$ cat src/hw/bnn_conv_pkg.sv
// fixed 3x3 kernel and 16-bit rows, so images are limited to 3..16 rows and columns
`default_nettype none

package bnn_conv_pkg;

	// ~~~~~~~~~~~~~~~~~~~~~~~~~~~~~~~~~~~~~~~~
	// vector types
	// ~~~~~~~~~~~~~~~~~~~~~~~~~~~~~~~~~~~~~~~~
	// memory address, shared by all three memories
	typedef logic [11:0] addr_t;
	// one memory word, image row or output row or dimension
	typedef logic [15:0] word_t;
	// column position within a row
	typedef logic [3:0]  col_idx_t;
	// weight bit 3*dy+dx meets input row r+dy, column c+dx
	typedef logic [8:0]  kernel_t;
	// mismatches in one window, 0 to 9
	typedef logic [3:0]  count_t;

	// ~~~~~~~~~~~~~~~~~~~~~~~~~~~~~~~~~~~~~~~~
	// constants
	// ~~~~~~~~~~~~~~~~~~~~~~~~~~~~~~~~~~~~~~~~
	// row-count word that ends a run
	localparam word_t END_MARKER     = 16'h00FF;
	// kernel bits live here, address 0 is never read
	localparam addr_t WEIGHT_ADDR    = 12'd1;
	localparam int    KERNEL_SIZE    = 3;
	// highest mismatch count still giving a 1
	localparam int    MAJORITY_LIMIT = 4;
	// column in to result at the writer
	localparam int    ARRAY_DEPTH    = 4;

	// controller states
	typedef enum logic [3:0] {
		IDLE,
		LOAD_WEIGHTS,
		READ_ROWS,
		READ_COLS,
		FILL_ROWS,
		SWEEP,
		DRAIN,
		WRITE_ROW,
		NEXT_ROW
	} ctrl_state_e;

endpackage

`default_nettype wire

$ cat src/hw/conv_ctrl_if.sv
// single-cycle strobes with no acknowledge, status is only meaningful in the states that read it
`timescale 1ns/10ps
`default_nettype none

interface conv_ctrl_if;

	// strobes from the controller
	logic load_weights;
	logic store_rows;
	logic store_cols;
	// shift read word into the row buffer, bump read address
	logic fill_row;
	// next column into the array
	logic sweep;
	logic flush_row;
	// prime read address for the next image
	logic next_image;

	// status from the datapath
	// row-count word just read is the marker
	logic end_seen;
	// this sweep carries the final column
	logic last_col;
	// buffer holds the last three image rows
	logic last_row;

	modport controller (
		output load_weights, store_rows, store_cols, fill_row, sweep, flush_row, next_image,
		input  end_seen, last_col, last_row
	);

	modport datapath (
		input  load_weights, store_rows, store_cols, fill_row, sweep, flush_row, next_image,
		output end_seen, last_col, last_row
	);

endinterface

`default_nettype wire

$ cat src/hw/conv_controller.sv
// run is a one-cycle strobe sampled only in IDLE, a strobe while busy is dropped
`timescale 1ns/10ps
`default_nettype none

module conv_controller import bnn_conv_pkg::*; (
	input  wire         clk,
	input  wire         reset_b,
	input  wire         run,
	output logic        busy,
	conv_ctrl_if.controller ctl
);

	// shared count for the fill reads and the drain wait
	typedef logic [$clog2(ARRAY_DEPTH)-1:0] step_t;

	ctrl_state_e state_q;
	ctrl_state_e state_n;
	step_t       step_q;
	logic        step_done;

	// fill ends after three reads, drain after the array depth
	always_comb begin
		step_done = 1'b0;
		if (state_q == FILL_ROWS)
			step_done = (step_q == step_t'(KERNEL_SIZE - 1));
		else if (state_q == DRAIN)
			step_done = (step_q == step_t'(ARRAY_DEPTH - 1));
	end

	// ~~~~~~~~~~~~~~~~~~~~~~~~~~~~~~~~~~~~~~~~
	// next state and strobes
	// ~~~~~~~~~~~~~~~~~~~~~~~~~~~~~~~~~~~~~~~~
	always_comb begin
		state_n          = state_q;
		ctl.load_weights = 1'b0;
		ctl.store_rows   = 1'b0;
		ctl.store_cols   = 1'b0;
		ctl.fill_row     = 1'b0;
		ctl.sweep        = 1'b0;
		ctl.flush_row    = 1'b0;
		ctl.next_image   = 1'b0;
		case (state_q)
			IDLE: begin
				if (run)
					state_n = LOAD_WEIGHTS;
			end
			LOAD_WEIGHTS: begin
				// kernel fetch, also primes the read address
				ctl.load_weights = 1'b1;
				state_n          = READ_ROWS;
			end
			READ_ROWS: begin
				// captured even on the marker, which rewinds the read address
				ctl.store_rows = 1'b1;
				state_n        = ctl.end_seen ? IDLE : READ_COLS;
			end
			READ_COLS: begin
				ctl.store_cols = 1'b1;
				state_n        = FILL_ROWS;
			end
			FILL_ROWS: begin
				ctl.fill_row = 1'b1;
				if (step_done)
					state_n = SWEEP;
			end
			SWEEP: begin
				ctl.sweep = 1'b1;
				if (ctl.last_col)
					state_n = DRAIN;
			end
			DRAIN: begin
				// wait for the last column to clear the array
				if (step_done)
					state_n = WRITE_ROW;
			end
			WRITE_ROW: begin
				ctl.flush_row  = 1'b1;
				ctl.next_image = ctl.last_row;
				state_n        = ctl.last_row ? READ_ROWS : NEXT_ROW;
			end
			NEXT_ROW: begin
				// one more row slides into the window
				ctl.fill_row = 1'b1;
				state_n      = SWEEP;
			end
			default: state_n = IDLE;
		endcase
	end

	// ~~~~~~~~~~~~~~~~~~~~~~~~~~~~~~~~~~~~~~~~
	// registers
	// ~~~~~~~~~~~~~~~~~~~~~~~~~~~~~~~~~~~~~~~~
	always_ff @(posedge clk or negedge reset_b) begin
		if (!reset_b) begin
			state_q <= IDLE;
			step_q  <= '0;
			busy    <= 1'b0;
		end else begin
			state_q <= state_n;
			// counts only while fill or drain is still going
			if ((state_q == FILL_ROWS || state_q == DRAIN) && !step_done)
				step_q <= step_q + 1'b1;
			else
				step_q <= '0;
			// busy up on accepted run, down once the marker is seen
			if (state_q == IDLE && run)
				busy <= 1'b1;
			else if (state_q == READ_ROWS && ctl.end_seen)
				busy <= 1'b0;
		end
	end

endmodule

`default_nettype wire

$ cat src/hw/row_window.sv
// images are contiguous from address 0, the read address runs one word ahead while streaming
`timescale 1ns/10ps
`default_nettype none

module row_window import bnn_conv_pkg::*; (
	input  wire                     clk,
	input  wire                     reset_b,
	conv_ctrl_if.datapath           ctl,
	output addr_t                   rd_addr,
	input  wire word_t              rd_data,
	output addr_t                   w_addr,
	input  wire word_t              w_data,
	output kernel_t                 kernel,
	output logic [KERNEL_SIZE-1:0]  column,
	output col_idx_t                col_idx,
	output logic                    col_valid,
	output col_idx_t                out_cols
);

	// weight fetch in flight, address then data
	logic [1:0] wt_pend_q;
	// image size, 3 to 16 fits five bits
	logic [4:0] n_rows_q;
	logic [4:0] n_cols_q;
	// rows shifted in so far for this image
	logic [4:0] rows_loaded_q;
	col_idx_t   col_cnt_q;
	// entry 0 is the oldest row of the window
	word_t      row_buf_q [KERNEL_SIZE];
	// third fill closes the read burst
	logic       burst_end;

	// status back to the controller
	assign ctl.end_seen = (rd_data == END_MARKER);
	assign ctl.last_col = ({1'b0, col_cnt_q} == n_cols_q - 5'd1);
	assign ctl.last_row = (rows_loaded_q == n_rows_q);
	// width of one output row
	assign out_cols     = col_idx_t'(n_cols_q - 5'(KERNEL_SIZE - 1));
	// address already sits on the next row word here
	assign burst_end    = (rows_loaded_q == 5'(KERNEL_SIZE - 1));

	// ~~~~~~~~~~~~~~~~~~~~~~~~~~~~~~~~~~~~~~~~
	// memory addressing
	// ~~~~~~~~~~~~~~~~~~~~~~~~~~~~~~~~~~~~~~~~
	always_ff @(posedge clk or negedge reset_b) begin
		if (!reset_b) begin
			rd_addr   <= '0;
			w_addr    <= '0;
			wt_pend_q <= '0;
		end else begin
			// marker ends the run, next run starts over at 0
			if (ctl.store_rows && ctl.end_seen)
				rd_addr <= '0;
			else if (ctl.load_weights || ctl.store_rows || ctl.store_cols ||
					(ctl.fill_row && !burst_end) || ctl.next_image)
				rd_addr <= rd_addr + 1'b1;
			// weight address up for one cycle only
			w_addr    <= ctl.load_weights ? WEIGHT_ADDR : '0;
			wt_pend_q <= {wt_pend_q[0], ctl.load_weights};
		end
	end

	// kernel and dimensions
	always_ff @(posedge clk) begin
		if (wt_pend_q[1])
			kernel <= kernel_t'(w_data);
		if (ctl.store_rows)
			n_rows_q <= rd_data[4:0];
		if (ctl.store_cols)
			n_cols_q <= rd_data[4:0];
	end

	// three-row buffer, newest row enters at the bottom
	always_ff @(posedge clk) begin
		if (ctl.fill_row) begin
			for (int dy = 0; dy < KERNEL_SIZE - 1; dy++)
				row_buf_q[dy] <= row_buf_q[dy + 1];
			row_buf_q[KERNEL_SIZE - 1] <= rd_data;
		end
	end

	// ~~~~~~~~~~~~~~~~~~~~~~~~~~~~~~~~~~~~~~~~
	// counters
	// ~~~~~~~~~~~~~~~~~~~~~~~~~~~~~~~~~~~~~~~~
	always_ff @(posedge clk or negedge reset_b) begin
		if (!reset_b) begin
			rows_loaded_q <= '0;
			col_cnt_q     <= '0;
			col_valid     <= 1'b0;
		end else begin
			if (ctl.store_rows)
				rows_loaded_q <= '0;
			else if (ctl.fill_row)
				rows_loaded_q <= rows_loaded_q + 1'b1;
			// wraps after the final column, ready for the next row
			if (ctl.sweep)
				col_cnt_q <= ctl.last_col ? '0 : col_cnt_q + 1'b1;
			col_valid <= ctl.sweep;
		end
	end

	// one column of the window per sweep cycle, tagged
	always_ff @(posedge clk) begin
		if (ctl.sweep) begin
			for (int dy = 0; dy < KERNEL_SIZE; dy++)
				column[dy] <= row_buf_q[dy][col_cnt_q];
			col_idx <= col_cnt_q;
		end
	end

endmodule

`default_nettype wire

$ cat src/hw/xnor_array.sv
// columns of one row must enter in order from index 0, a new row restarts the window
`timescale 1ns/10ps
`default_nettype none

module xnor_array import bnn_conv_pkg::*; (
	input  wire                     clk,
	input  wire                     reset_b,
	input  wire kernel_t            kernel,
	input  wire [KERNEL_SIZE-1:0]   column,
	input  wire col_idx_t           col_idx,
	input  wire                     col_valid,
	output logic                    res_bit,
	output col_idx_t                res_idx,
	output logic                    res_valid
);

	// cell_q[dy][dx], dx 0 is the window's left column
	logic [KERNEL_SIZE-1:0] cell_q [KERNEL_SIZE];
	logic [KERNEL_SIZE-1:0] miss   [KERNEL_SIZE];
	logic [1:0]             row_sum_q [KERNEL_SIZE];
	count_t                 total;
	count_t                 count_q;
	// columns seen in this row, saturating
	logic [1:0]             fill_q;
	logic [1:0]             fill_n;
	// tag and valid travel beside the data
	col_idx_t               tag1_q, tag2_q, tag3_q;
	logic                   v1_q, v2_q, v3_q;

	// mismatch per cell
	always_comb begin
		for (int dy = 0; dy < KERNEL_SIZE; dy++)
			for (int dx = 0; dx < KERNEL_SIZE; dx++)
				miss[dy][dx] = cell_q[dy][dx] ^ kernel[KERNEL_SIZE * dy + dx];
	end

	// second adder stage, three row sums
	always_comb begin
		total = '0;
		for (int dy = 0; dy < KERNEL_SIZE; dy++)
			total = total + count_t'(row_sum_q[dy]);
	end

	// index 0 starts a fresh row
	assign fill_n = (col_idx == '0) ? 2'd1 : ((fill_q == 2'd3) ? 2'd3 : fill_q + 2'd1);

	// ~~~~~~~~~~~~~~~~~~~~~~~~~~~~~~~~~~~~~~~~
	// data pipeline
	// ~~~~~~~~~~~~~~~~~~~~~~~~~~~~~~~~~~~~~~~~
	always_ff @(posedge clk) begin
		// newest column enters on the right
		if (col_valid) begin
			for (int dy = 0; dy < KERNEL_SIZE; dy++)
				cell_q[dy] <= {column[dy], cell_q[dy][KERNEL_SIZE-1:1]};
			// rebase tag to the left column
			tag1_q <= col_idx - col_idx_t'(KERNEL_SIZE - 1);
		end
		for (int dy = 0; dy < KERNEL_SIZE; dy++)
			row_sum_q[dy] <= 2'($countones(miss[dy]));
		tag2_q  <= tag1_q;
		count_q <= total;
		tag3_q  <= tag2_q;
		// majority of matches gives a 1
		res_bit <= (count_q <= count_t'(MAJORITY_LIMIT));
		res_idx <= tag3_q;
	end

	// valid chain
	always_ff @(posedge clk or negedge reset_b) begin
		if (!reset_b) begin
			fill_q    <= '0;
			v1_q      <= 1'b0;
			v2_q      <= 1'b0;
			v3_q      <= 1'b0;
			res_valid <= 1'b0;
		end else begin
			if (col_valid)
				fill_q <= fill_n;
			v1_q      <= col_valid && (fill_n == 2'd3) &&
					(col_idx >= col_idx_t'(KERNEL_SIZE - 1));
			v2_q      <= v1_q;
			v3_q      <= v2_q;
			res_valid <= v3_q;
		end
	end

endmodule

`default_nettype wire

$ cat src/hw/output_row_writer.sv
// one word per output row, bits at or above out_cols stay 0, write address restarts per run
`timescale 1ns/10ps
`default_nettype none

module output_row_writer import bnn_conv_pkg::*; (
	input  wire            clk,
	input  wire            reset_b,
	input  wire            res_bit,
	input  wire col_idx_t  res_idx,
	input  wire            res_valid,
	input  wire col_idx_t  out_cols,
	input  wire            flush_row,
	// busy level, its fall ends the run
	input  wire            next_run,
	output addr_t          wr_addr,
	output word_t          wr_data,
	output logic           wr_en
);

	word_t row_q;
	word_t row_n;
	logic  busy_q;
	logic  run_end;

	assign run_end = busy_q && !next_run;

	// the last result lands in the same cycle as flush_row
	always_comb begin
		row_n = row_q;
		if (res_valid && (res_idx < out_cols))
			row_n[res_idx] = res_bit;
	end

	always_ff @(posedge clk or negedge reset_b) begin
		if (!reset_b) begin
			row_q   <= '0;
			wr_en   <= 1'b0;
			wr_addr <= '0;
			busy_q  <= 1'b0;
		end else begin
			busy_q <= next_run;
			wr_en  <= flush_row;
			// emptied for the next row
			row_q  <= flush_row ? '0 : row_n;
			// step past each written word
			if (run_end)
				wr_addr <= '0;
			else if (wr_en)
				wr_addr <= wr_addr + 1'b1;
		end
	end

	// word held for the write cycle
	always_ff @(posedge clk) begin
		if (flush_row)
			wr_data <= row_n;
	end

endmodule

`default_nettype wire

$ cat src/hw/bnn_conv_top.sv
// both memories answer one cycle after the address, no back-pressure on any port
`timescale 1ns/10ps
`default_nettype none

module bnn_conv_top import bnn_conv_pkg::*; (
	input  wire         clk,
	input  wire         reset_b,
	input  wire         run,
	output logic        busy,
	output addr_t       rd_addr,
	input  wire word_t  rd_data,
	output addr_t       w_addr,
	input  wire word_t  w_data,
	output addr_t       wr_addr,
	output word_t       wr_data,
	output logic        wr_en
);

	// controller to datapath
	conv_ctrl_if ctl ();

	// window to array
	kernel_t                kernel;
	logic [KERNEL_SIZE-1:0] column;
	col_idx_t               col_idx;
	logic                   col_valid;
	col_idx_t               out_cols;

	// array to writer
	logic                   res_bit;
	col_idx_t               res_idx;
	logic                   res_valid;

	conv_controller u_ctrl (
		.clk       (clk),
		.reset_b   (reset_b),
		.run       (run),
		.busy      (busy),
		.ctl       (ctl)
	);

	row_window u_window (
		.clk       (clk),
		.reset_b   (reset_b),
		.ctl       (ctl),
		.rd_addr   (rd_addr),
		.rd_data   (rd_data),
		.w_addr    (w_addr),
		.w_data    (w_data),
		.kernel    (kernel),
		.column    (column),
		.col_idx   (col_idx),
		.col_valid (col_valid),
		.out_cols  (out_cols)
	);

	xnor_array u_array (
		.clk       (clk),
		.reset_b   (reset_b),
		.kernel    (kernel),
		.column    (column),
		.col_idx   (col_idx),
		.col_valid (col_valid),
		.res_bit   (res_bit),
		.res_idx   (res_idx),
		.res_valid (res_valid)
	);

	output_row_writer u_writer (
		.clk       (clk),
		.reset_b   (reset_b),
		.res_bit   (res_bit),
		.res_idx   (res_idx),
		.res_valid (res_valid),
		.out_cols  (out_cols),
		.flush_row (ctl.flush_row),
		.next_run  (busy),
		.wr_addr   (wr_addr),
		.wr_data   (wr_data),
		.wr_en     (wr_en)
	);

endmodule

`default_nettype wire

$ cat config.mk
export PLATFORM = sky130hd
export DESIGN_NAME = bnn_conv_top
export DESIGN_NICKNAME = d
export VERILOG_FILES = /design/src/hw/bnn_conv_pkg.sv /design/src/hw/conv_ctrl_if.sv /design/src/hw/conv_controller.sv /design/src/hw/row_window.sv /design/src/hw/xnor_array.sv /design/src/hw/output_row_writer.sv /design/src/hw/bnn_conv_top.sv
export SDC_FILE = /design/constraint.sdc
export NUM_CORES = 1
export LEC_CHECK = 0
export ABC_CLOCK_PERIOD_IN_PS = 3200
export BUFFER_PORTS_ARGS = -buffer_cell sky130_fd_sc_hd__buf_4
export CORE_MARGIN = 1.5
export CORE_UTILIZATION = 58
export DETAILED_ROUTE_END_ITERATION = 10
export GPL_TIMING_DRIVEN = 0
export PLACE_DENSITY = 0.79
export SKIP_LAST_GASP = 1
export SYNTH_ARGS = -nofsm -noshare
export SYNTH_HDL_FRONTEND = slang
export SYNTH_SLANG_ARGS = --single-unit
$ cat constraint.sdc
create_clock -name clk -period 3.2 [get_ports clk]
set_input_delay 0.64 -clock clk [delete_from_list [all_inputs] [get_ports clk]]
set_output_delay 0.64 -clock clk [all_outputs]
set_load 0.03 [all_outputs]
# Word-level counts from Yosys, hierarchy flattened
# Memories as Yosys holds them, arrays and structs flattened.
# Index checks and enable logic that the tools add are counted.
[word_totals] wordCells=155 latch_bits=0 ramBits=63 reg_bits=142 n_memories=3 romBits=0
[classes] reduce_logical=26 mul=0 bitwise=9 n_mux=44 eq_ne=20 div=0 n_lt_le_gt_ge=6 addsub=17 n_shift=0
[mem_list] memory="u_window.row_buf_q" words=3 word_bits=16 rd=3 rd_ports_with_merged_regs=0 wr=3 line_no="row_window.sv:29" rtl="word_t row_buf_q [KERNEL_SIZE];"
[mem_list] memory="u_array.cell_q" words=3 word_bits=3 rd=3 rd_ports_with_merged_regs=0 wr=3 line_no="xnor_array.sv:18" rtl="logic [KERNEL_SIZE-1:0] cell_q [KERNEL_SIZE];"
[mem_list] memory="u_array.row_sum_q" words=3 word_bits=2 rd=3 rd_ports_with_merged_regs=0 wr=3 line_no="xnor_array.sv:20" rtl="logic [1:0] row_sum_q [KERNEL_SIZE];"
[op_table] op="2-to-1 mux 12 bit" n=4
[op_table] op="one-hot mux 4 bit (9 select lines)" n=1
[op_table] op="2-to-1 mux 16 bit" n=2
[op_table] op="adder 12 x 1 -> 12 bit, second input constant" n=2
[op_table] op="2-to-1 mux 4 bit" n=6
[op_table] op="2-to-1 mux 1 bit" n=20
[op_table] op="bitwise mux 16 bit" n=1
[op_table] op="equality test 16 x 8 -> 1 bit, second input constant" n=1
[op_table] op="equality test 4 x 3 -> 1 bit, second input constant" n=4
[op_table] op="binary-select mux 1 bit (select 4 bit)" n=3
[op_table] op="logical AND 1 bit" n=10
[op_table] op="less-than comparator 4 x 5 -> 1 bit, second input constant" n=2
[op_table] op="2-to-1 mux 5 bit" n=2
[op_table] op="XOR 1 bit" n=9
[op_table] op="equality test 2 bit, second input constant" n=4
[op_table] op="equality test 4 x 2 -> 1 bit, second input constant" n=2
[op_table] op="zero test 4 bit" n=2
[op_table] op="2-to-1 mux 2 bit" n=4
[op_table] op="nonzero test 2 bit" n=4
[op_table] op="subtractor 4 x 2 -> 4 bit, second input constant" n=2
[op_table] op="adder 1 x 1 -> 2 bit" n=3
[op_table] op="adder 2 x 1 -> 2 bit" n=3
[op_table] op="inequality test 2 x 1 -> 1 bit, second input constant" n=3
[op_table] op="adder 5 x 1 -> 5 bit, second input constant" n=1
[op_table] op="20 further kinds" n=27

# Longest topological paths before layout
# Gate-level depths: netlist of run 1.
[depth] ltp_word=8 mapped_depth=10 mapped_depth_nobuf=9

# Hierarchy
# Synthesis of run 1 repeated with hierarchy kept, for this count alone.
[hier_totals] cells_unflattened=665 area_unflattened_um2=8767.2
[modules_own_cells] module="row_window" seq_area_each_um2=2822.7 cells_per_inst=276 area_per_inst_um2=4227.8 n_inst=1
[modules_own_cells] module="output_row_writer" seq_area_each_um2=1231.2 cells_per_inst=252 area_per_inst_um2=2680.1 n_inst=1
[modules_own_cells] module="xnor_array" seq_area_each_um2=1001.0 cells_per_inst=83 area_per_inst_um2=1353.8 n_inst=1
[modules_own_cells] module="conv_controller" seq_area_each_um2=175.2 cells_per_inst=54 area_per_inst_um2=505.5 n_inst=1

# Worst setup path before layout of run 1
# Ideal clock, no wire load.
[synth_timing] path_type="register -> register" start="register u_ctrl.state_q[3]" end="register u_window.rd_addr[10]" path_buffers=2 setup_time_ns=0.118 synth_period_minus_slack_ns=2.552 t_arrival_ns=2.434 stages_incl_launch_ff=9 path_slack_ns=0.648 cell_sequence="dfrtp_1 nand2b_1 clkbuf_1 nor2_1 nand3_1 clkbuf_4 a211oi_1 nor3b_1 a21o_1"
[synth_between] elab_chain_cells=7 elab_cells_between_ends=20
[synth_lines] item="start, declared" line_no="conv_controller.sv:16" rtl="ctrl_state_e state_q;"
[synth_lines] item="start signal, assigned" line_no="conv_controller.sv:99" rtl="state_q <= state_n;"
[synth_lines] item="equality test 4 bit, or another cell as far along" line_no="conv_controller.sv:42" rtl="case (state_q)"
[synth_lines] item="OR reduction 2 bit (no line) or 2-to-1 mux 1 bit (tied branches)"
[synth_lines] item="2-to-1 mux 1 bit or logical OR 1 bit (tied branches)" line_no="conv_controller.sv:42, row_window.sv:54"
[synth_lines] item="logical AND 1 bit or logical OR 1 bit (tied branches)" line_no="row_window.sv:55, row_window.sv:54"
[synth_lines] item="logical OR 1 bit" line_no="row_window.sv:54" rtl="else if (ctl.load_weights || ctl.store_rows || ctl.store_cols ||"
[synth_lines] item="logical OR 1 bit" line_no="row_window.sv:55" rtl="(ctl.fill_row && !burst_end) || ctl.next_image)"
[synth_lines] item="nonzero test 2 bit (no line)"
[synth_lines] item="end signal, assigned" line_no="row_window.sv:56" rtl="rd_addr <= rd_addr + 1'b1;"
[synth_lines] item="end, declared" line_no="row_window.sv:9" rtl="output addr_t rd_addr,"
# Several ways; a longest one is shown, not always the timed one.
# A chain may end at the register's enable or synchronous reset.

# Final worst setup path of run 1
[layout_timing] start="register u_window.n_cols_q[1]" end="register u_writer.wr_data[5] (data pin)"
[layout_between] elab_chain_cells=4
[layout_lines] item="start, declared" line_no="row_window.sv:24" rtl="logic [4:0] n_cols_q;"
[layout_lines] item="start signal, assigned" line_no="row_window.sv:70" rtl="n_cols_q <= rd_data[4:0];"
[layout_lines] item="subtractor 4 x 2 -> 4 bit" line_no="row_window.sv:38" rtl="assign out_cols = col_idx_t'(n_cols_q - 5'(KERNEL_SIZE - 1));"
[layout_lines] item="less-than comparator 4 bit" line_no="output_row_writer.sv:30" rtl="if (res_valid && (res_idx < out_cols))"
[layout_lines] item="logical AND 1 bit" line_no="output_row_writer.sv:30"
[layout_lines] item="2-to-1 mux 16 bit" line_no="output_row_writer.sv:30"
[layout_lines] item="via u_writer.row_n[5]" line_no="output_row_writer.sv:21" rtl="word_t row_n;"
[layout_lines] item="end signal, assigned" line_no="output_row_writer.sv:56" rtl="wr_data <= row_n;"
[layout_lines] item="end, declared" line_no="output_row_writer.sv:16" rtl="output word_t wr_data,"
# The timed path passes the listed nets, and every way through them passes these cells.

==> results.txt, run 1 <==
The run finished with clean final reports. The power density of the placed cells came out at 936.4 mW/mm2. In this run the remaining antenna-violating nets after routing total 0.

The worst-case reg-to-reg path depth is 9. The cts-stage hold buffer count is 0. The per-instance average area after synthesis is 14.25 um2. Of all flip-flops after synthesis, the portion carrying an async set or reset was 0.3472.

Timing would allow up to 341.4 MHz. The worst register-to-register path has a setup slack of 270 ps. The post-synthesis to final-layout area growth is 17.73%.

The share of the synthesized netlist area taken by xor and xnor gates came out at 0.04769. Setup repair after global routing left no endpoint under its margin. The number of optimization iterations in the first detailed-route pass is 4.

The number of sinks driven by the clock tree is 193. The flop and latch count out of synthesis is 193. The region available for standard cell placement spans 0.01324 mm2. Walking the worst path, the cells encountered are inv_1 > ha_1 > xnor2_1 > ha_1 > nand2_1 > nand3b_1 > clkbuf_1 > nor4_1 > mux2_2.

The final setup TNS is 0 ps. The compound-cell area share of the yosys netlist came out at 0.05277. The met2 wirelength from detailed routing is 6979 um. The routed via count is around 4.6k. The adder and majority cell fraction of the synthesized area came out at 0.03961. The number of placed cells counting well taps is 811. Across the VDD grid, the largest voltage drop is between 0.6 and 0.7 mV.

In this run the clock root is driven by a clkbuf_16. In this run the post-CTS setup repair buffer count came out at 0. The port buffer count came out at 70. The clock period could shrink to 2930 ps. The mux share of post-synthesis cell area is 0.06829.

In the post-synthesis netlist, the biggest area contributors are edfxtp_1 39%, dfrtp_1 21%, dfxtp_1 5.8%, mux4_2 4.3%, ha_1 2.7%. In this run the critical register-to-register path is launched from u_window.n_cols_q[1]$_DFFE_PP_. The number of primary I/O pins is 89.

The number of warnings reported in the yosys synthesis log is 0. Final hold analysis gives a worst-case slack of 302.5 ps. The maximum buffer depth of the clock tree came out at 2.

At the end of routability-driven placement, the weighted congestion stood at 0.8464. The die span in x is 119.7 um. The number of failing hold endpoints at the final stage came to 0. The final wirelength is 13,570 um. The global-route usage over all layers is 0.2066. Dividing the final minimum period by the clock period gives 0.9155.

The area fraction of the dominant cell type after synthesis came out at 0.3917. STA classifies the critical path endpoint as a register. The delay of the slowest critical-path stage is 420 ps. STA puts the critical path data required time at 3370 ps. The transition time at the pin with the least slew margin came out at around 1000 ps.

The die extent in y came out at 119.7 um. STA puts the critical path data arrival time at 3100 ps. The final HPWL from detailed placement is 9280 um. Across all setup checks in the final design, the least slack found is between 200 and 300 ps. The worst register-to-register path ends at u_writer.wr_data[5]$_DFFE_PP_. Setup violations remaining at the end of the flow were counted as 0. The count of mapped cells out of synthesis is 554.

The first global-routing pass estimated 22,690 um of wire. Of the total synthesized cell area, the portion taken by AND, OR, NAND and NOR gates is 0.09539. The most frequent standard cell in the layout excluding fill and tap cells is edfxtp_1. Clock skew on the completed layout was measured at ~7.5 ps. The maximum fanout along the worst path is 10. The initial antenna violation count is 1. TritonCTS built the clock tree.

Headroom to the max-slew limit came out at 0.3246. The pin count of the biggest net entering global routing came out at 68. The number of antenna diodes is 0.

The standard cell with the maximum stage delay on the critical path is edfxtp_1. In the layout the commonest cells are 103 x edfxtp_1, 84 x buf_4, 67 x dfrtp_1, 40 x nor2_1. The number of max-slew violations in the final report is 0. The worst-case setup slack after placement is roughly 330 ps.

The violation count after the first detailed-route iteration is about 350. The filler-free cell count of the finished design is between 800 and 900. The unique cell type count in the Yosys netlist is 54.

The total congestion overflow after global routing came out at 0. The largest total area in the synthesized netlist belongs to edfxtp_1. In the synthesized netlist the dominant register cell turns out to be edfxtp_1. The max-cap violation count is 0. The via count of the first global-routing pass came to 4,665.

The effective utilization at floorplan came out at 0.5963. After detailed routing, the number of vias per cell comes to 5.440. The met1 wire length came out at between 5000 and 6000 um.

The floorplan step defined a die boundary enclosing 0.01432 mm2. After synthesis the cells add up to 0.007896 mm2. STA classifies the critical path startpoint as a register.

The most frequent cell on the critical path is ha_1. Clock latency on the worst-skew pair, taken at its later pin, is 430 ps. The number of remaining DRC errors is 0. The worst setup path is of the register to register kind. The analysis attributes to cell leakage a power of 3.760 nW. The final layout net count came out at 711. Dividing the detail-routed wire length by the instance count gives 16.10 um. The CTS H-tree depth is 4. The class of the tightest hold or removal check is primary input to asynchronous set/reset pin.

After synthesis, the largest family of logic cells by area is simple AND/OR/NAND/NOR gates. The fraction of final layout cells with drive strength greater than 1 came out at 0.2459. The highest layer used for signal routing is met4. The number of gates given a new drive strength after cts is 0. The length of routed met3 wiring came out at 626 um. For this run, the register share of the synthesized area comes to 0.6623. The standard-cell row count is 42. Counting the buffers created by CTS gives 17. The number of enable flip-flop cells after synthesis came out at roughly 100. After layout, the design draws a total of approximately 8.7 mW. The clock slew seen by the registers of the worst setup and hold paths is 70 ps.
[synth_stat cells, types with 17 or more instances]
master	number
dfrtp_1	67
xor2_1	19
edfxtp_1	103
inv_1	18
nor4_1	19
ha_1	17
mux2_2	17
o21a_1	18
dfxtp_1	23
nand2_1	24
xnor2_1	24
nor2_1	41
[area by class of cell]
| class | count | area, um2 |
|---|---|---|
| fill | 907 | 3946 |
| inverter | 19 | 71.32 |
| clock buffer | 18 | 429.2 |
| tap | 176 | 220.2 |
| timing repair buffer | 71 | 540.5 |
| multi-input combinational | 319 | 2442 |
| buffer | 33 | 192.7 |
| clock inverter | 14 | 170.2 |
| sequential | 193 | 5230 |
[logic make-up (layout without fill, tap and decap cells)]
logic type	after synthesis	count (layout)
compound gates	63	63
flops	193	193
simple gates	147	147
mux	33	33
buf+inv	52	155
other cells	1	11
fa+ha+maj	22	22
xor+xnor	43	43
[how the worst max path moves through the flow]
stage	endpoint	slack [ps]	start	cells after the start
detailed placement	u_writer.wr_data[13]$_DFFE_PP_	330	u_window.n_cols_q[1]$_DFFE_PP_	9
global route	u_writer.wr_data[5]$_DFFE_PP_	90	u_window.n_cols_q[1]$_DFFE_PP_	9
floorplan	u_window.rd_addr[10]$_DFFE_PN0P_	650	u_ctrl.state_q[3]$_DFFE_PN0P_	8
global placement	u_window.rd_addr[10]$_DFFE_PN0P_	-60	u_ctrl.state_q[3]$_DFFE_PN0P_	8
CTS	u_writer.wr_data[13]$_DFFE_PP_	290	u_window.n_cols_q[1]$_DFFE_PP_	9
finish	u_writer.wr_data[5]$_DFFE_PP_	270	u_window.n_cols_q[1]$_DFFE_PP_	9
[per-layer routing]
| metal | GRT usage | up-vias |
|---|---|---|
| li1 | - | 2198 |
| met5 | 0 | - |
| met3 | 0.05703 | 16 |
| met2 | 0.3330 | 108 |
| met4 | 0.08333 | 0 |
| met1 | 0.2685 | 2264 |
[state kept, by name, indices dropped and copies added (netlist names), 4 cells and up]
name	flops
u_window.rd_addr	12
u_array.count_q	4
u_window.n_rows_q	5
u_window.n_cols_q	5
u_array.res_idx	4
u_array.row_sum_q	6
u_window.col_idx	4
u_window.rows_loaded_q	5
u_window.row_buf_q	48
u_window.kernel	9
u_writer.wr_addr	12
u_ctrl.state_q	4
u_writer.row_q	16
u_window.col_cnt_q	4
u_writer.wr_data	16
u_array.tag2_q	4
u_array.tag3_q	4
u_array.tag1_q	4
u_array.cell_q	9
[power breakdown]
| part | switching, mW | internal, mW |
|---|---|---|
| clock network | 0.948 | 1.18 |
| logic | 1.43 | 1.05 |
| registers | 0.465 | 3.63 |
[worst max-delay path, delay by kind of cell (launching register included)]
kind                     cells  cell delay, ps
XOR/XNOR                     1             270
adder cells (fa/ha/maj)      2             560
buffers and inverters        2             370
flip-flops                   1             420
multiplexers                 1             400
AND/OR/NAND/NOR              3             650
[per-stage QoR]
stage | utilization | area (um2)
global route | 0.7020 | 9296
CTS | 0.7020 | 9296
detailed placement | 0.6567 | 8697
floorplan | - | 7934
global placement | 0.6554 | 8680
finish | 0.7020 | 9296
No activity file was read; power rests on OpenSTA's default activity.
==> run 2, diff against run 1 <==
--- a/config.mk
+++ b/config.mk
@@ -6,7 +6,7 @@
 export NUM_CORES = 1
 export LEC_CHECK = 0
 export ABC_CLOCK_PERIOD_IN_PS = 3200
-export BUFFER_PORTS_ARGS = -buffer_cell sky130_fd_sc_hd__buf_4
+export BUFFER_PORTS_ARGS = -buffer_cell sky130_fd_sc_hd__buf_2
 export CORE_MARGIN = 1.5
 export CORE_UTILIZATION = 58
 export DETAILED_ROUTE_END_ITERATION = 10
==> results.txt, run 2 (synthesis gave the netlist of run 1 again) <==
The TritonCTS buffer count came out at 17 (unchanged). The final HPWL from detailed placement came to 9210 um (was 9280 um). The startpoint of the lowest-slack register-to-register path is u_window.n_cols_q[2]$_DFFE_PP_ (was u_window.n_cols_q[1]$_DFFE_PP_).

The die span in x was 119.7 um (unchanged). The global-route wire length before repair came to 22,690 um (about the same). The port buffer count was 70 (unchanged).

The delay of the slowest critical-path stage is 420 ps (about the same). The endpoint of the worst setup timing path is u_writer.wr_data[10]$_DFFE_PP_ (was u_writer.wr_data[5]$_DFFE_PP_). The pin count of the biggest net entering global routing is 68 (unchanged). The standard-cell row count is 42 (unchanged). The standard cell with the maximum stage delay on the critical path is edfxtp_1 (unchanged). The most frequent standard cell in the layout excluding fill and tap cells is edfxtp_1 (unchanged).

The number of max-slew violations in the final report is 0 (unchanged). The number of remaining DRC errors is 0 (unchanged). The fraction of final layout cells with drive strength greater than 1 is 0.2474 (was 0.2459).

The data arrival at the endpoint of the critical path is 3070 ps (was 3100 ps). The via count of the first global-routing pass came out at 4,611 (was 4,665). The CTS tree is done (unchanged). The global-route usage over all layers came to 0.2065 (was 0.2066). The post-synthesis to final-layout area growth came to 15.66% (was 17.73%). The most frequent cell on the critical path is ha_1 (unchanged). Status: complete, no violations (unchanged).

The number of primary I/O pins is 89 (unchanged). The data required time of the worst path came out at 3370 ps (about the same). The number of buffers and inverters on the critical path was 2 (unchanged). The combinational share of power was 0.284 (was 0.286). Cell breakdown of the critical path: inv_1 > ha_1 > xnor2_1 > ha_1 > nand2_1 > nand3b_1 > clkbuf_1 > nor4_1 > mux2_2 (unchanged). The die extent in y came to 119.7 um (unchanged). The worst ir drop on vdd came to 0.5667 mV (was 0.6602 mV). The register name with the most flops is u_window.row_buf_q (unchanged). The max-cap violation count came out at 0 (unchanged). The floorplan core area was 0.01324 mm2 (unchanged). The fill cell instance count of the final layout came to 907 (unchanged). The master cell of the clock root buffer is clkbuf_16 (unchanged). The effective utilization at floorplan was 0.5963 (unchanged).

The maximum fanout along the worst path came out at 10 (unchanged). The critical path startpoint category is a register (unchanged). The final wirelength is 13,630 um (was 13,570 um).

The class of the tightest hold or removal check is primary input to asynchronous set/reset pin (unchanged). The cts-stage hold buffer count is 0 (unchanged). The clock latency reported for the late side of the worst-skew pair came out at 430 ps (about the same).

The switching power of the nets is 2.799 mW (was 2.847 mW). The number of gates given a new drive strength after cts is 0 (unchanged). The worst-case reg-to-reg path depth is 9 (unchanged).

The number of antenna diodes is 0 (unchanged). The clock slew seen by the registers of the worst setup and hold paths came out at 70 ps (about the same). The flip-flop count of the largest register after layout is 48 (unchanged).

The number of optimization iterations in the first detailed-route pass came out at 4 (unchanged). The total leakage power came out at 3.730 nW (was 3.760 nW). The final core area utilization was 0.6896 (was 0.7020).

The maximum buffer depth of the clock tree is 2 (unchanged). The routability congestion estimate is 0.8421 (was 0.8464). The ratio of final minimum period to clock period came out at 0.9075 (was 0.9155). The reg-to-reg critical path endpoint is u_writer.wr_data[10]$_DFFE_PP_ (was u_writer.wr_data[5]$_DFFE_PP_).

The average vias per placed instance came out at 5.552 (was 5.440). The number of failing hold endpoints at the final stage came out at 0 (unchanged). The final clock skew is 6.459 ps (was 7.505 ps). The final layout net count came out at 711 (unchanged). The area of the die came out at 0.01432 mm2 (unchanged). The launch point of the critical path is u_window.n_cols_q[2]$_DFFE_PP_ (was u_window.n_cols_q[1]$_DFFE_PP_). The fmax is 344.4 MHz (was 341.4 MHz). The internal portion of total power was 5.824 mW (was 5.858 mW).

The final count of negative-setup-slack endpoints is 0 (unchanged). The worst max-slew margin expressed relative to the limit is 0.2989 (was 0.3246). The internal reg-to-reg setup slack came out at 300 ps (was 270 ps). The part of the power in registers came to 0.474 (was 0.470). The critical path's top delay family is simple AND/OR/NAND/NOR gates (unchanged).

The CTS H-tree depth was 4 (unchanged). The power density of the placed cells is 944.2 mW/mm2 (was 936.4 mW/mm2). The worst-case setup slack after placement is 349.2 ps (was 328.1 ps). The number of buffers inserted to repair setup after CTS is 0 (unchanged).

Top library cells by usage in the layout, fill and taps aside: 103 x edfxtp_1, 73 x buf_2, 67 x dfrtp_1, 40 x nor2_1 (was 103 x edfxtp_1, 84 x buf_4, 67 x dfrtp_1, 40 x nor2_1). Setup repair after global routing missed its margin: no (unchanged). The clock power share is 0.242 (was 0.244). The transition time at the pin with the least slew margin came out at 1052 ps (was 1012 ps). The class of the most critical setup path is register to register (unchanged). The smallest hold slack is 319.0 ps (was 302.5 ps). The proportion of total power due to net switching is 0.3246 (was 0.3270). The final setup slack of the worst path came out at 296.1 ps (was 270.5 ps). The total congestion overflow after global routing is 0 (unchanged).

The initial antenna violation count is 0 (was 1). The depth of the critical timing path with buffers and inverters included came out at 9 (unchanged). Largest registers: u_window.row_buf_q: 48 flops, u_writer.row_q: 16 flops, u_writer.wr_data: 16 flops (unchanged). The type of destination of the critical path is a register (unchanged). The routed via count came out at 4,680 (was 4,586). The final critical-path required period came out at 2904 ps (was 2930 ps). The violation count after the first detailed-route iteration is 350 (was 353). The remaining number of nets flagged by the antenna check after routing came out at 0 (unchanged). The routed wirelength normalized by instance count came out at 16.17 um (was 16.10 um). The number of sinks driven by the clock tree is 193 (unchanged).
## run 2: cell types whose count changed in the layout (fill, tap and decap cells not counted), sizes merged
cell / delta
bufinv: -2
inv: -5
clkbuf: +6
clkinv: +2
clkinvlp: -1
## run 2: worst min path at each step
stage | from | endpoint | slack (ps)
after global placement | u_array.tag2_q[2]$_DFF_P_ | u_array.tag3_q[2]$_DFF_P_ | 310
final | reset_b | u_writer.row_q[15]$_DFF_PN0_ | 320
after CTS | u_array.tag2_q[0]$_DFF_P_ | u_array.tag3_q[0]$_DFF_P_ | 330
after global routing | u_array.tag3_q[1]$_DFF_P_ | u_array.res_idx[1]$_DFF_P_ | 330
after floorplan | u_array.tag3_q[0]$_DFF_P_ | u_array.res_idx[0]$_DFF_P_ | 310
after detailed placement | u_array.tag2_q[1]$_DFF_P_ | u_array.tag3_q[1]$_DFF_P_ | 310
## run 2: area by class of cell
type | instances | area (um2) | area share
Tap cell | 176 | 220.2 | 0.02411
Clock inverter | 8 | 61.31 | 0.006713
Multi-Input combinational cell | 319 | 2442 | 0.2674
Inverter | 19 | 71.32 | 0.007809
Sequential cell | 193 | 5230 | 0.5727
Buffer | 33 | 192.7 | 0.02110
Timing Repair Buffer | 71 | 367.9 | 0.04028
Clock buffer | 24 | 546.8 | 0.05987
## run 2: worst register-to-register path: cells and delay by family, from the launching register on
family        cells  cell delay [ps]
xor+xnor          1              190
fa+ha+maj         2              540
buf+inv           2              440
flops             1              420
mux               1              400
simple gates      3              660
## run 2: per-stage QoR
| step | instances | setup TNS [ps] | cell area (um2) | power, mW |
|---|---|---|---|---|
| CTS | 843 | 0 | 9133 | 8.684 |
| detailed placement | 811 | 0 | 8524 | 6.568 |
| global placement | 810 | -9.029 | 8504 | 6.375 |
| global route | 843 | 0 | 9133 | 9.122 |
| floorplan | 564 | 0 | 7934 | 5.857 |
| finish | 843 | 0 | 9133 | 8.623 |
## run 2: layer usage
layer	vias to the layer above	wire, um	global-route usage
li1	2194	-	-
met1	2360	5941	0.2669
met2	101	6966	0.3420
met5	-	0	0
met4	0	238	0.07813
met3	25	487	0.04990
## run 2: power by group through the flow
| stage | Clock, mW | Combinational (mW) | Sequential [mW] |
|---|---|---|---|
| after floorplan | 0 | 1.68 | 4.18 |
| after global placement | 0 | 2.31 | 4.06 |
| after detailed placement | 0 | 2.44 | 4.13 |
| after CTS | 2.13 | 2.47 | 4.09 |
| after global routing | 2.23 | 2.72 | 4.18 |
| final | 2.09 | 2.44 | 4.09 |
==> run 3, diff against run 2 <==
--- a/config.mk
+++ b/config.mk
@@ -5,13 +5,14 @@
 export SDC_FILE = /design/constraint.sdc
 export NUM_CORES = 1
 export LEC_CHECK = 0
-export ABC_CLOCK_PERIOD_IN_PS = 3200
+export ABC_CLOCK_PERIOD_IN_PS = 3470
 export BUFFER_PORTS_ARGS = -buffer_cell sky130_fd_sc_hd__buf_2
+export CORE_ASPECT_RATIO = 1.5
 export CORE_MARGIN = 1.5
-export CORE_UTILIZATION = 58
+export CORE_UTILIZATION = 63
 export DETAILED_ROUTE_END_ITERATION = 10
 export GPL_TIMING_DRIVEN = 0
-export PLACE_DENSITY = 0.79
+export PLACE_DENSITY = 0.85
 export SKIP_LAST_GASP = 1
 export SYNTH_ARGS = -nofsm -noshare
 export SYNTH_HDL_FRONTEND = slang
==> constraint.sdc (replaced) <==
create_clock -name clk -period 3.47 [get_ports clk]
set_input_delay 0.694 -clock clk [delete_from_list [all_inputs] [get_ports clk]]
set_output_delay 0.694 -clock clk [all_outputs]
set_load 0.03 [all_outputs]
==> results.txt, run 3 (synthesis gave the netlist of run 1 again) <==
The ratio of final minimum period to clock period was 0.8473 (was 0.9075). The routed wirelength normalized by instance count is 17.30 um (was 16.17 um). The data required time of the worst path was 3650 ps (was 3370 ps).

The critical path's top delay family was simple AND/OR/NAND/NOR gates (unchanged). The global-route usage over all layers was 0.2321 (was 0.2065). The routed via count came out at 4,671 (was 4,680). The register name with the most flops is u_window.row_buf_q (unchanged). The CTS tree is done (unchanged). The startpoint identified for the worst hold timing path is u_array.tag2_q[3]$_DFF_P_. The final clock skew came out at 9.280 ps (was 6.459 ps). Counting instances, the worst hold path has a depth of 0. Setup repair after global routing missed its margin: no (unchanged).

The final setup TNS is 0 ps (unchanged). The data arrival at the endpoint of the critical path came to 3120 ps (was 3070 ps). The number of remaining DRC errors was 0 (unchanged). The pin count of the biggest net entering global routing came out at 68 (unchanged). The total power is 7.816 mW (was 8.623 mW). The effective utilization at floorplan was 0.6538 (was 0.5963). The post-route standard cell area excluding fillers came to 0.009016 mm2 (was 0.009133 mm2). The standard cell with the maximum stage delay on the critical path was nor4_1 (was edfxtp_1). The number of buffers inserted to repair setup after CTS came to 0 (unchanged).

The final count of negative-setup-slack endpoints came out at 0 (unchanged). The via count of the first global-routing pass is 4,778 (was 4,611). The max-cap violation count is 0 (unchanged).

The worst max-slew margin expressed relative to the limit was 0.3124 (was 0.2989). The cell area after placement came to 0.008481 mm2 (was 0.008524 mm2). The remaining number of nets flagged by the antenna check after routing is 0 (unchanged). The startpoint of the lowest-slack register-to-register path is u_window.n_cols_q[2]$_DFFE_PP_ (unchanged). The total leakage power was 3.672 nW (was 3.730 nW). The number of antenna diodes came to 0 (unchanged).

The most frequent standard cell in the layout excluding fill and tap cells was edfxtp_1 (unchanged). The final wirelength is 14,170 um (was 13,630 um). The class of the most critical setup path is register to register (unchanged). The maximum buffer depth of the clock tree is 2 (unchanged). The die extent in y came out at 140.1 um (was 119.7 um). The fmax came out at 340.1 MHz (was 344.4 MHz). The final core area utilization came out at 0.7465 (was 0.6896). The power density of the placed cells is 866.9 mW/mm2 (was 944.2 mW/mm2).

The most frequent cell on the critical path is ha_1 (unchanged). The initial antenna violation count came out at 0 (unchanged). The delay of the slowest critical-path stage is 480 ps (was 420 ps). Cell breakdown of the critical path: inv_1 > ha_1 > xnor2_1 > ha_1 > nand2_1 > nand3b_1 > clkbuf_1 > nor4_1 > mux2_2 (unchanged). The floorplan core area came out at 0.01208 mm2 (was 0.01324 mm2). The capture endpoint of the worst hold path is u_array.tag3_q[3]$_DFF_P_. The number of sinks driven by the clock tree came to 193 (unchanged).

The worst-case reg-to-reg path depth came out at 9 (unchanged). The area of the die was 0.01323 mm2 (was 0.01432 mm2). The worst ir drop on vdd was 0.7098 mV (was 0.5667 mV). The critical path startpoint category is a register (unchanged). The final layout net count is 710 (was 711). The reg-to-reg critical path endpoint is u_writer.wr_data[13]$_DFFE_PP_ (was u_writer.wr_data[10]$_DFFE_PP_). The final critical-path required period came out at 2940 ps (was 2904 ps). The transition time at the pin with the least slew margin came to 1030 ps (was 1052 ps). The TritonCTS buffer count is 17 (unchanged). The final HPWL from detailed placement came to 9564 um (was 9210 um).

The maximum fanout along the worst path came out at 10 (unchanged). The port buffer count came out at 70 (unchanged). The CTS H-tree depth is 4 (unchanged). The die span in x is 94.41 um (was 119.7 um). The clock latency reported for the late side of the worst-skew pair came out at 420 ps (was 430 ps). The class of the tightest hold or removal check was register to register (was primary input to asynchronous set/reset pin). The number of max-slew violations in the final report is 0 (unchanged). Top library cells by usage in the layout, fill and taps aside: 103 x edfxtp_1, 73 x buf_2, 67 x dfrtp_1, 40 x nor2_1 (unchanged).

Largest registers: u_window.row_buf_q: 48 flops, u_writer.row_q: 16 flops, u_writer.wr_data: 16 flops (unchanged). The standard-cell row count came to 49 (was 42). The post-synthesis to final-layout area growth came out at 14.18% (was 15.66%).

The global-route wire length before repair came to 23,110 um (was 22,690 um). The number of primary I/O pins is 89 (unchanged). The type of destination of the critical path is a register (unchanged). The fill cell instance count of the final layout was 730 (was 907). The number of optimization iterations in the first detailed-route pass was 8 (was 4). The violation count after the first detailed-route iteration is 363 (was 350).

The average vias per placed instance came out at 5.703 (was 5.552). The fraction of final layout cells with drive strength greater than 1 is 0.2417 (was 0.2474). The master cell of the clock root buffer was clkbuf_16 (unchanged). Status: complete, no violations (unchanged). The number of gates given a new drive strength after cts came to 0 (unchanged). The internal reg-to-reg setup slack came to 530 ps (was 300 ps). The clock slew seen by the registers of the worst setup and hold paths came out at 70 ps (about the same). The total congestion overflow after global routing came out at 0 (unchanged). The number of buffers and inverters on the critical path came out at 2 (unchanged).

The number of failing hold endpoints at the final stage is 0 (unchanged). The flip-flop count of the largest register after layout came out at 48 (unchanged). The routability congestion estimate is 0.8579 (was 0.8421). The cts-stage hold buffer count is 0 (unchanged).
run 3: cell count changes in the layout (fill, tap and decap cells not counted):
cell and change:
buf_8 -1, clkbuf_1 +1, clkbuf_16 -3, clkbuf_2 -1, clkbuf_8 -3, clkinv_1 +2
clkinv_2 -1, clkinvlp_4 +3, inv_6 +1, inv_8 +1
run 3: stage by stage:
step           hold WS (ps)  instances  setup slack, ps
6_report              327.9        819            530.0
5_1_grt               336.6        819            364.6
4_1_cts               328.7        819            572.7
3_5_place_dp          312.1        787            591.2
3_3_place_gp          314.3        787            257.3
2_1_floorplan         309.6        564            917.9
run 3: layout make-up:
type	count	area [um2]	share of cell area
clock inverter	14	106.4	0.01180
sequential	193	5230	0.5801
buffer	33	192.7	0.02137
inverter	19	71.32	0.007910
clock buffer	18	429.2	0.04760
multi-input combinational	319	2442	0.2709
tap	153	191.4	0.02123
timing repair buffer	70	352.8	0.03913
run 3: worst max-delay path by stage:
| stage | startpoint | to | cells past startpoint |
|---|---|---|---|
| 2_1_floorplan | u_ctrl.state_q[3]$_DFFE_PN0P_ | u_window.rd_addr[10]$_DFFE_PN0P_ | 8 |
| 3_3_place_gp | u_ctrl.state_q[3]$_DFFE_PN0P_ | u_window.rd_addr[10]$_DFFE_PN0P_ | 8 |
| 3_5_place_dp | u_window.n_cols_q[2]$_DFFE_PP_ | u_writer.wr_data[9]$_DFFE_PP_ | 9 |
| 4_1_cts | u_window.n_cols_q[2]$_DFFE_PP_ | u_writer.wr_data[11]$_DFFE_PP_ | 9 |
| 5_1_grt | u_window.n_cols_q[2]$_DFFE_PP_ | u_writer.wr_data[11]$_DFFE_PP_ | 9 |
| 6_report | u_window.n_cols_q[2]$_DFFE_PP_ | u_writer.wr_data[13]$_DFFE_PP_ | 9 |
run 3: worst register-to-register path: stages, from the launching register on:
cell      delay (ps)
edfxtp_1         420
inv_1            160
ha_1             230
xnor2_1          150
ha_1             280
nand2_1           80
nand3b_1         220
clkbuf_1         280
nor4_1           480
mux2_2           400
run 3: power breakdown:
group | internal (mW) | leakage [nW] | switching (mW) | total, mW
logic | 0.901 | 1.41 | 1.37 | 2.28
registers | 3.35 | 2.02 | 0.435 | 3.78
clock network | 0.924 | 0.250 | 0.836 | 1.76
run 3: routing by layer:
metal / track usage / vias up / wire (um)
met2: 0.4176 / 141 / 8005
li1: - / 2189 / -
met4: 0.07777 / 0 / 297
met1: 0.2654 / 2313 / 5307
met5: 0 / - / 0
met3: 0.05809 / 28 / 558
